===== src/husky_pkg.sv =====
package husky_pkg;

   // register bus widths
   localparam int REG_ADDR_W = 8;
   localparam int REG_DATA_W = 8;

   // register map of the USB side
   typedef enum logic [REG_ADDR_W-1:0] {
      REG_ID          = 8'h00, // read-only board id
      REG_TARGET_CTRL = 8'h01,
      REG_OUTPUT_EN   = 8'h02,
      REG_OUTPUT_VAL  = 8'h03,
      REG_ERROR       = 8'h04, // sticky flags, write 1 to clear
      REG_LED         = 8'h05
   } reg_addr_e;

   localparam logic [REG_DATA_W-1:0] BOARD_ID          = 8'h5A;
   localparam logic [REG_DATA_W-1:0] TARGET_CTRL_RESET = 8'h01; // target unpowered

   // REG_TARGET_CTRL bits
   localparam int CTRL_PWR_OFF_BIT = 0;
   localparam int CTRL_AVRPROG_BIT = 1;

   // REG_OUTPUT_EN / REG_OUTPUT_VAL bits
   localparam int OUT_PIN_W    = 3;
   localparam int PIN_NRST_BIT = 0;
   localparam int PIN_PDID_BIT = 1;
   localparam int PIN_PDIC_BIT = 2;

   // error sources: fifo, xadc, trace
   localparam int ERR_W = 3;

   // REG_LED bit
   localparam int LED_GLITCH_BIT = 0;

   // red LED flash pattern
   localparam int FLASH_HALF_PERIOD = 8;
   localparam int FLASH_CNT_W       = 3;

   // decoded register access, one cycle per strobe
   typedef struct packed {
      logic [REG_ADDR_W-1:0] addr;
      logic [REG_DATA_W-1:0] wdata;
      logic                  write; // one-cycle write pulse
      logic                  read;  // one-cycle read pulse
   } reg_bus_t;

   // split tristate pin
   typedef struct packed {
      logic value;
      logic enable;
   } pin_drive_t;

   typedef struct packed {
      pin_drive_t nrst;
      pin_drive_t pdid;
      pin_drive_t pdic;
      pin_drive_t mosi;
      pin_drive_t sck;
   } target_pins_t;

endpackage


===== src/usb_reg_bus.sv =====
module usb_reg_bus
   import husky_pkg::*;
(
   input  logic                  clk_usb_buf,
   input  logic                  arst_n_i,

   input  logic [REG_ADDR_W-1:0] usb_addr_i,
   input  logic [REG_DATA_W-1:0] usb_data_i,
   input  logic                  usb_rdn_i,
   input  logic                  usb_wrn_i,
   input  logic                  usb_cen_i,
   input  logic                  usb_alen_i,

   input  logic [REG_DATA_W-1:0] rd_data_target_i,
   input  logic [REG_DATA_W-1:0] rd_data_status_i,

   output reg_bus_t              reg_bus_o,
   output logic [REG_DATA_W-1:0] usb_data_o,
   output logic                  usb_data_oe_o
);

   logic [REG_ADDR_W-1:0] addr_q;
   logic                  wrn_q;
   logic                  wrn_prev_q;
   logic                  rdn_q;
   logic                  rdn_prev_q;
   logic                  cen_q;

   logic                  wr_fall;
   logic                  rd_fall;

   logic                  wr_pulse_q;
   logic                  rd_pulse_q;
   logic [REG_DATA_W-1:0] wdata_q;

   logic [REG_DATA_W-1:0] rd_data_id;
   logic [REG_DATA_W-1:0] rd_data_q;

   // address latch and strobe sampling
   always_ff @(posedge clk_usb_buf or negedge arst_n_i) begin
      if (!arst_n_i) begin
         addr_q     <= '0;
         wrn_q      <= 1'b1;
         wrn_prev_q <= 1'b1;
         rdn_q      <= 1'b1;
         rdn_prev_q <= 1'b1;
         cen_q      <= 1'b1;
      end else begin
         if (!usb_alen_i)
            addr_q <= usb_addr_i; // transparent while alen low
         wrn_q      <= usb_wrn_i;
         wrn_prev_q <= wrn_q;
         rdn_q      <= usb_rdn_i;
         rdn_prev_q <= rdn_q;
         cen_q      <= usb_cen_i;
      end
   end

   // falling edges of the sampled strobes, chip enable qualified
   assign wr_fall = wrn_prev_q & ~wrn_q & ~cen_q;
   assign rd_fall = rdn_prev_q & ~rdn_q & ~cen_q;

   always_ff @(posedge clk_usb_buf or negedge arst_n_i) begin
      if (!arst_n_i) begin
         wr_pulse_q <= 1'b0;
         rd_pulse_q <= 1'b0;
      end else begin
         wr_pulse_q <= wr_fall;
         rd_pulse_q <= rd_fall;
      end
   end

   // write data captured alongside the pulse
   always_ff @(posedge clk_usb_buf) begin
      if (wr_fall)
         wdata_q <= usb_data_i;
   end

   assign reg_bus_o = '{
      addr:  addr_q,
      wdata: wdata_q,
      write: wr_pulse_q,
      read:  rd_pulse_q
   };

   // the id register lives here
   assign rd_data_id = (addr_q == REG_ID) ? BOARD_ID : '0;

   // blocks return zero outside their own addresses, so a plain OR
   always_ff @(posedge clk_usb_buf) begin
      rd_data_q <= rd_data_id | rd_data_target_i | rd_data_status_i;
   end

   assign usb_data_o    = rd_data_q;
   assign usb_data_oe_o = ~cen_q & ~rdn_q; // drive bus during a read

endmodule


===== src/target_io_ctrl.sv =====
module target_io_ctrl
   import husky_pkg::*;
(
   input  logic                  clk_usb_buf,
   input  logic                  arst_n_i,

   input  reg_bus_t              reg_bus_i,

   input  logic                  sam_mosi_i,
   input  logic                  sam_spck_i,
   input  logic                  target_miso_i,
   input  logic                  usb_spare0_i,

   output logic [REG_DATA_W-1:0] rd_data_o,
   output target_pins_t          pins_o,
   output logic                  sam_miso_o,
   output logic                  sam_miso_oe_o,
   output logic                  target_poweron_o
);

   logic                 pwr_off_q;
   logic                 avrprog_q;
   logic [OUT_PIN_W-1:0] out_en_q;
   logic [OUT_PIN_W-1:0] out_val_q;

   logic                 wr_ctrl;
   logic                 wr_en;
   logic                 wr_val;
   logic                 powered;

   assign wr_ctrl = reg_bus_i.write && (reg_bus_i.addr == REG_TARGET_CTRL);
   assign wr_en   = reg_bus_i.write && (reg_bus_i.addr == REG_OUTPUT_EN);
   assign wr_val  = reg_bus_i.write && (reg_bus_i.addr == REG_OUTPUT_VAL);

   always_ff @(posedge clk_usb_buf or negedge arst_n_i) begin
      if (!arst_n_i) begin
         pwr_off_q <= TARGET_CTRL_RESET[CTRL_PWR_OFF_BIT];
         avrprog_q <= TARGET_CTRL_RESET[CTRL_AVRPROG_BIT];
         out_en_q  <= '0;
         out_val_q <= '0;
      end else begin
         if (wr_ctrl) begin
            pwr_off_q <= reg_bus_i.wdata[CTRL_PWR_OFF_BIT];
            avrprog_q <= reg_bus_i.wdata[CTRL_AVRPROG_BIT];
         end
         if (wr_en)
            out_en_q <= reg_bus_i.wdata[OUT_PIN_W-1:0];
         if (wr_val)
            out_val_q <= reg_bus_i.wdata[OUT_PIN_W-1:0];
      end
   end

   // register readback, zero outside our addresses
   always_comb begin
      rd_data_o = '0;
      case (reg_bus_i.addr)
         REG_TARGET_CTRL: begin
            rd_data_o[CTRL_PWR_OFF_BIT] = pwr_off_q;
            rd_data_o[CTRL_AVRPROG_BIT] = avrprog_q;
         end
         REG_OUTPUT_EN:  rd_data_o[OUT_PIN_W-1:0] = out_en_q;
         REG_OUTPUT_VAL: rd_data_o[OUT_PIN_W-1:0] = out_val_q;
         default:        rd_data_o = '0;
      endcase
   end

   assign powered          = ~pwr_off_q;
   assign target_poweron_o = powered;

   // target side pins, all floating while the target is unpowered
   always_comb begin
      // avr programming takes nrst over from the register value
      pins_o.nrst.enable = powered & (avrprog_q | out_en_q[PIN_NRST_BIT]);
      pins_o.nrst.value  = avrprog_q ? usb_spare0_i : out_val_q[PIN_NRST_BIT];

      pins_o.pdid.enable = powered & out_en_q[PIN_PDID_BIT];
      pins_o.pdid.value  = out_val_q[PIN_PDID_BIT];

      pins_o.pdic.enable = powered & out_en_q[PIN_PDIC_BIT];
      pins_o.pdic.value  = out_val_q[PIN_PDIC_BIT];

      pins_o.mosi.enable = powered & avrprog_q; // sam spi passthrough
      pins_o.mosi.value  = sam_mosi_i;

      pins_o.sck.enable  = powered & avrprog_q;
      pins_o.sck.value   = sam_spck_i;
   end

   // miso back to the sam, independent of target power
   assign sam_miso_o    = target_miso_i;
   assign sam_miso_oe_o = avrprog_q;

endmodule


===== src/status_led.sv =====
module status_led
   import husky_pkg::*;
(
   input  logic                  clk_usb_buf,
   input  logic                  arst_n_i,

   input  reg_bus_t              reg_bus_i,
   input  logic [ERR_W-1:0]      err_i,
   input  logic                  pll_status_i,

   output logic [REG_DATA_W-1:0] rd_data_o,
   output logic                  led_adc_o,
   output logic                  led_glitch_o
);

   logic [ERR_W-1:0]       err_flags_q;
   logic [ERR_W-1:0]       clr_mask;
   logic                   led_glitch_q;
   logic [FLASH_CNT_W-1:0] flash_cnt_q;
   logic                   flash_q;
   logic                   error_any;

   // write-1-to-clear mask
   assign clr_mask = (reg_bus_i.write && (reg_bus_i.addr == REG_ERROR)) ?
                     reg_bus_i.wdata[ERR_W-1:0] : '0;

   always_ff @(posedge clk_usb_buf or negedge arst_n_i) begin
      if (!arst_n_i) begin
         err_flags_q  <= '0;
         led_glitch_q <= 1'b0;
      end else begin
         err_flags_q <= (err_flags_q & ~clr_mask) | err_i; // set beats clear
         if (reg_bus_i.write && (reg_bus_i.addr == REG_LED))
            led_glitch_q <= reg_bus_i.wdata[LED_GLITCH_BIT];
      end
   end

   // free-running flash pattern
   always_ff @(posedge clk_usb_buf or negedge arst_n_i) begin
      if (!arst_n_i) begin
         flash_cnt_q <= '0;
         flash_q     <= 1'b0;
      end else if (flash_cnt_q == FLASH_CNT_W'(FLASH_HALF_PERIOD - 1)) begin
         flash_cnt_q <= '0;
         flash_q     <= ~flash_q;
      end else begin
         flash_cnt_q <= flash_cnt_q + 1'b1;
      end
   end

   always_comb begin
      rd_data_o = '0;
      case (reg_bus_i.addr)
         REG_ERROR: rd_data_o[ERR_W-1:0]     = err_flags_q;
         REG_LED:   rd_data_o[LED_GLITCH_BIT] = led_glitch_q;
         default:   rd_data_o = '0;
      endcase
   end

   assign error_any = |err_flags_q;

   // both red LEDs flash while any error is pending
   assign led_adc_o    = error_any ? flash_q : ~pll_status_i;
   assign led_glitch_o = error_any ? flash_q : led_glitch_q;

endmodule


===== src/husky_top.sv =====
module husky_top
   import husky_pkg::*;
(
   input  logic                  clk_usb_buf,
   input  logic                  arst_n_i,

   // usb register bus
   input  logic [REG_ADDR_W-1:0] usb_addr_i,
   input  logic [REG_DATA_W-1:0] usb_data_i,
   input  logic                  usb_rdn_i,
   input  logic                  usb_wrn_i,
   input  logic                  usb_cen_i,
   input  logic                  usb_alen_i,
   output logic [REG_DATA_W-1:0] usb_data_o,
   output logic                  usb_data_oe_o,

   // avr programming lines
   input  logic                  sam_mosi_i,
   input  logic                  sam_spck_i,
   input  logic                  target_miso_i,
   input  logic                  usb_spare0_i,  // nrst source in avr mode
   output logic                  sam_miso_o,
   output logic                  sam_miso_oe_o,

   output target_pins_t          target_pins_o,
   output logic                  target_poweron_o,

   // error sources and leds
   input  logic [ERR_W-1:0]      err_i,
   input  logic                  pll_status_i,
   output logic                  led_adc_o,
   output logic                  led_glitch_o
);

   reg_bus_t              reg_bus;
   logic [REG_DATA_W-1:0] rd_data_target;
   logic [REG_DATA_W-1:0] rd_data_status;

   usb_reg_bus usb_reg_bus_inst (
      .clk_usb_buf      (clk_usb_buf),
      .arst_n_i         (arst_n_i),
      .usb_addr_i       (usb_addr_i),
      .usb_data_i       (usb_data_i),
      .usb_rdn_i        (usb_rdn_i),
      .usb_wrn_i        (usb_wrn_i),
      .usb_cen_i        (usb_cen_i),
      .usb_alen_i       (usb_alen_i),
      .rd_data_target_i (rd_data_target),
      .rd_data_status_i (rd_data_status),
      .reg_bus_o        (reg_bus),
      .usb_data_o       (usb_data_o),
      .usb_data_oe_o    (usb_data_oe_o)
   );

   target_io_ctrl target_io_ctrl_inst (
      .clk_usb_buf      (clk_usb_buf),
      .arst_n_i         (arst_n_i),
      .reg_bus_i        (reg_bus),
      .sam_mosi_i       (sam_mosi_i),
      .sam_spck_i       (sam_spck_i),
      .target_miso_i    (target_miso_i),
      .usb_spare0_i     (usb_spare0_i),
      .rd_data_o        (rd_data_target),
      .pins_o           (target_pins_o),
      .sam_miso_o       (sam_miso_o),
      .sam_miso_oe_o    (sam_miso_oe_o),
      .target_poweron_o (target_poweron_o)
   );

   status_led status_led_inst (
      .clk_usb_buf      (clk_usb_buf),
      .arst_n_i         (arst_n_i),
      .reg_bus_i        (reg_bus),
      .err_i            (err_i),
      .pll_status_i     (pll_status_i),
      .rd_data_o        (rd_data_status),
      .led_adc_o        (led_adc_o),
      .led_glitch_o     (led_glitch_o)
   );

endmodule


===== config.mk =====
export PLATFORM = sky130hd
export DESIGN_NAME = husky_top
export DESIGN_NICKNAME = d
export VERILOG_FILES = /design/src/husky_pkg.sv /design/src/usb_reg_bus.sv /design/src/target_io_ctrl.sv /design/src/status_led.sv /design/src/husky_top.sv
export SDC_FILE = /design/constraint.sdc
export NUM_CORES = 1
export LEC_CHECK = 0
export ABC_AREA = 0
export BUFFER_PORTS_ARGS = -buffer_cell sky130_fd_sc_hd__buf_2
export CAP_MARGIN = 20
export CORE_ASPECT_RATIO = 1.4
export CORE_MARGIN = 2
export CORE_UTILIZATION = 47
export DETAILED_ROUTE_END_ITERATION = 12
export PLACE_DENSITY = 0.75
export SLEW_MARGIN = 20
export SYNTH_ARGS = -nofsm -noshare
export SYNTH_HDL_FRONTEND = slang
export SYNTH_HIERARCHICAL = 1
export SYNTH_SLANG_ARGS = --single-unit
export TNS_END_PERCENT = 1

===== constraint.sdc =====
create_clock -name clk_usb_buf -period 1.5 [get_ports clk_usb_buf]
set_input_delay 0.3 -clock clk_usb_buf [delete_from_list [all_inputs] [get_ports clk_usb_buf]]
set_output_delay 0.3 -clock clk_usb_buf [all_outputs]
set_load 0.02 [all_outputs]

==> flow_summary_export.csv <==
group,metric,value,unit
finish,final_layout_size_suffix_gt1_share,52.5,%
yosys,synthCells,148,
sta,setup_ws,-0.189,ns
global_route,grt_pass1_vias,1247,
routing,first_iter_violations,31,
sta,hold_viol_final,0,
finish,regArea,985,µm²
cts,cts_hold_buf,0,
finish,final_util,60.2,%
sta,setup_viol,11,
cts,htree_levels,2,
pwr,p_seq_share,54.9,%
sta,fmax,0.592,GHz
floorplan,die_h,77.0,µm
worst_setup_path,cp.required,1.20,ns
floorplan,io_pins,54,
pwr,p_clk_share,33.6,%
placed_design,dpl.cell_count,234,
cts,cts_buffers,5,
sta,layout_min_cycle_time,1.69,ns
floorplan,core_area,3640,µm²
finish,fin_cells,244,
sta,rsz0062_at_grt,"yes",
sta,tns,-0.963,ns
cts,clk_pin_slew,0.07,ns
global_route,overflow,0,
routing,wire_per_inst,13.7,µm
pwr,p_leak,1.04,nW
sta,timing.final.crit_share,113,%
pwr,pwr_density_cell,973,nW/µm²
finish,layout_common_cells,"buf_2, dfrtp_1, mux2_2",
pwr,power.internal,1.64,mW
pwr,power_switching,498,µW
placed_design,place_area,2030,µm²
placed_design,gp_congestion,0.803,
global_route,grtUsageMet2,30.6,%
cts,clock_tree.buffer_depth,2,
pwr,total_power,2.14,mW
worst_setup_path,path_cells,"or3_4 -> nand2_2 -> o21ai_1 -> buf_4",
finish,final_area,2190,µm²
worst_setup_path,worstPathMaxFanout,3,
finish,syn_to_final_growth,22.7,%
global_route,grt-busiest-layer,"met2",
placed_design,dp_hpwl,2600,µm
placed_design,pre_cts_ws,-0.108,ns
job,cap_violations,0,
sta,slew_headroom,57.4,%
global_route,gr-usage-all-layers,16.6,%
floorplan,fp.dieW,56.1,µm
sta,hold_ws,0.0290,ns
sta,slew_violations,0,
worst_setup_path,slowest_delay,0.41,ns
global_route,grt_pass1_wl,5600,µm
global_route,grtUsageMet1,17.4,%
floorplan,start_util,49.1,%
finish,nNetsFinal,233,
sta,finClkSkew,0.00569,ns
finish,multiInputGateArea,727,µm²
finish,fillers,314,
pwr,p_sw_share,23.3,%
floorplan,fp-row-count,26,
worst_setup_path,critPathKind,"reg2out",
cts,root_buffer,"clkbuf_8",
pwr,peakVddDrop,0.812,mV
global_route,grt_max_degree,30,
pwr,combPwrFrac,11.5,%
global_route,grt_antenna_before_repair,0,
worst_setup_path,crit_path_end_kind,"output pin",
floorplan,dieArea,4320,µm²
placed_design,numPortBuffers,42,
cts,clock-sinks,40,
worst_setup_path,start_kind,"flip-flop",
run_status,violations,"setup timing",
finish,final_common_cell,"buf_2",
global_route,met3_usage,5.40,%
yosys,yosys_warnings,6,
finish,n_antenna_cell,0,
worst_setup_path,cp_slowest_cell,"dfrtp_1",
cts,clk_latency,0.29,ns
routing,ant_nets,0,
min_path,min-delay-path-class,"in2async",
sta,worst_pin_slew,0.638,ns
routing,wl,3350,µm
yosys,synth_area,1790,µm²
worst_setup_path,arrival,1.39,ns
run_status,status,"finished with violations",
cts,cts_tree,"yes",
yosys,avgSynthCellArea,12.1,µm²
routing,via_count,1201,
routing,viasPerCell,4.92,
routing,route.detailed.drc,0,
routing,firstDrtPassIters,4,
[per-layer routing]
| layer | part of all wire, % | vias up |
|---|---|---|
| met1 | 37 | 576 |
| met3 | 6.1 | 6 |
| li1 | - | 584 |
| met5 | 0 | - |
| met2 | 55 | 35 |
| met4 | 1.5 | 0 |
[area by class of cell]
cell class                      count  share of cell area, %
Timing Repair Buffer               57                   15.0
Tap cell                           42                   2.39
Inverter                            3                  0.513
Sequential cell                    40                   44.9
Multi-Input combinational cell     94                   33.1
Clock buffer                        8                   4.10
[power groups by stage]
stage	Clock, mW	Combinational (mW)	Sequential, mW
3_5_place_dp	0	0.236	1.19
3_3_place_gp	0	0.227	1.19
6_report	0.717	0.245	1.17
4_1_cts	0.740	0.241	1.17
5_1_grt	0.787	0.267	1.18
2_1_floorplan	0	0.131	1.21
[state kept, by name, summed over array words and instances, names as in the netlist, 3 cells and up]
name and flops:
usb_reg_bus_inst/usb_data_o 8, target_io_ctrl_inst/out_val_q 3, target_io_ctrl_inst/out_en_q 3, usb_reg_bus_inst/wdata_q 3, status_led_inst/err_flags_q 3, usb_reg_bus_inst/addr_q 8, status_led_inst/flash_cnt_q 3
[worst max-delay path: cells and delay by family (launching register included)]
family                 cells  cell delay, ns
AND/OR/NAND/NOR            2            0.47
AO/OA/AOI/OAI              1            0.06
flip-flops                 1            0.41
buffers and inverters      1            0.15
[worst paths after layout]
check / endpoint / from / slack, ns / cells past startpoint
worst max-delay path: led_adc_o / status_led_inst/err_flags_q[0]$_DFF_PN0_ / -0.19 / 4
worst min-delay path: status_led_inst/led_glitch_q$_DFFE_PN0P_ / arst_n_i / 0.03 / 1
worst max register to register: target_io_ctrl_inst/out_val_q[2]$_DFFE_PN0P_ / usb_reg_bus_inst/addr_q[6]$_DFFE_PN0N_ / -0.08 / 4
worst min register to register: usb_reg_bus_inst/wrn_prev_q$_DFF_PN1_ / usb_reg_bus_inst/wrn_q$_DFF_PN1_ / 0.37 / 0
max in group asynchronous: usb_reg_bus_inst/addr_q[0]$_DFFE_PN0N_ / arst_n_i / 1.02 / 1
min in group clk_usb_buf: usb_reg_bus_inst/rdn_q$_DFF_PN1_ / usb_rdn_i / 0.11 / 1
[what timing repair did]
item                       in CTS  in global routing
setup buffers                   1                  1
gates resized for setup         9                  7
pin swaps                       4                  4
hold endpoints to repair        0                  0
setup endpoints to repair      17                 18
Power figures use the tool's default switching activity.
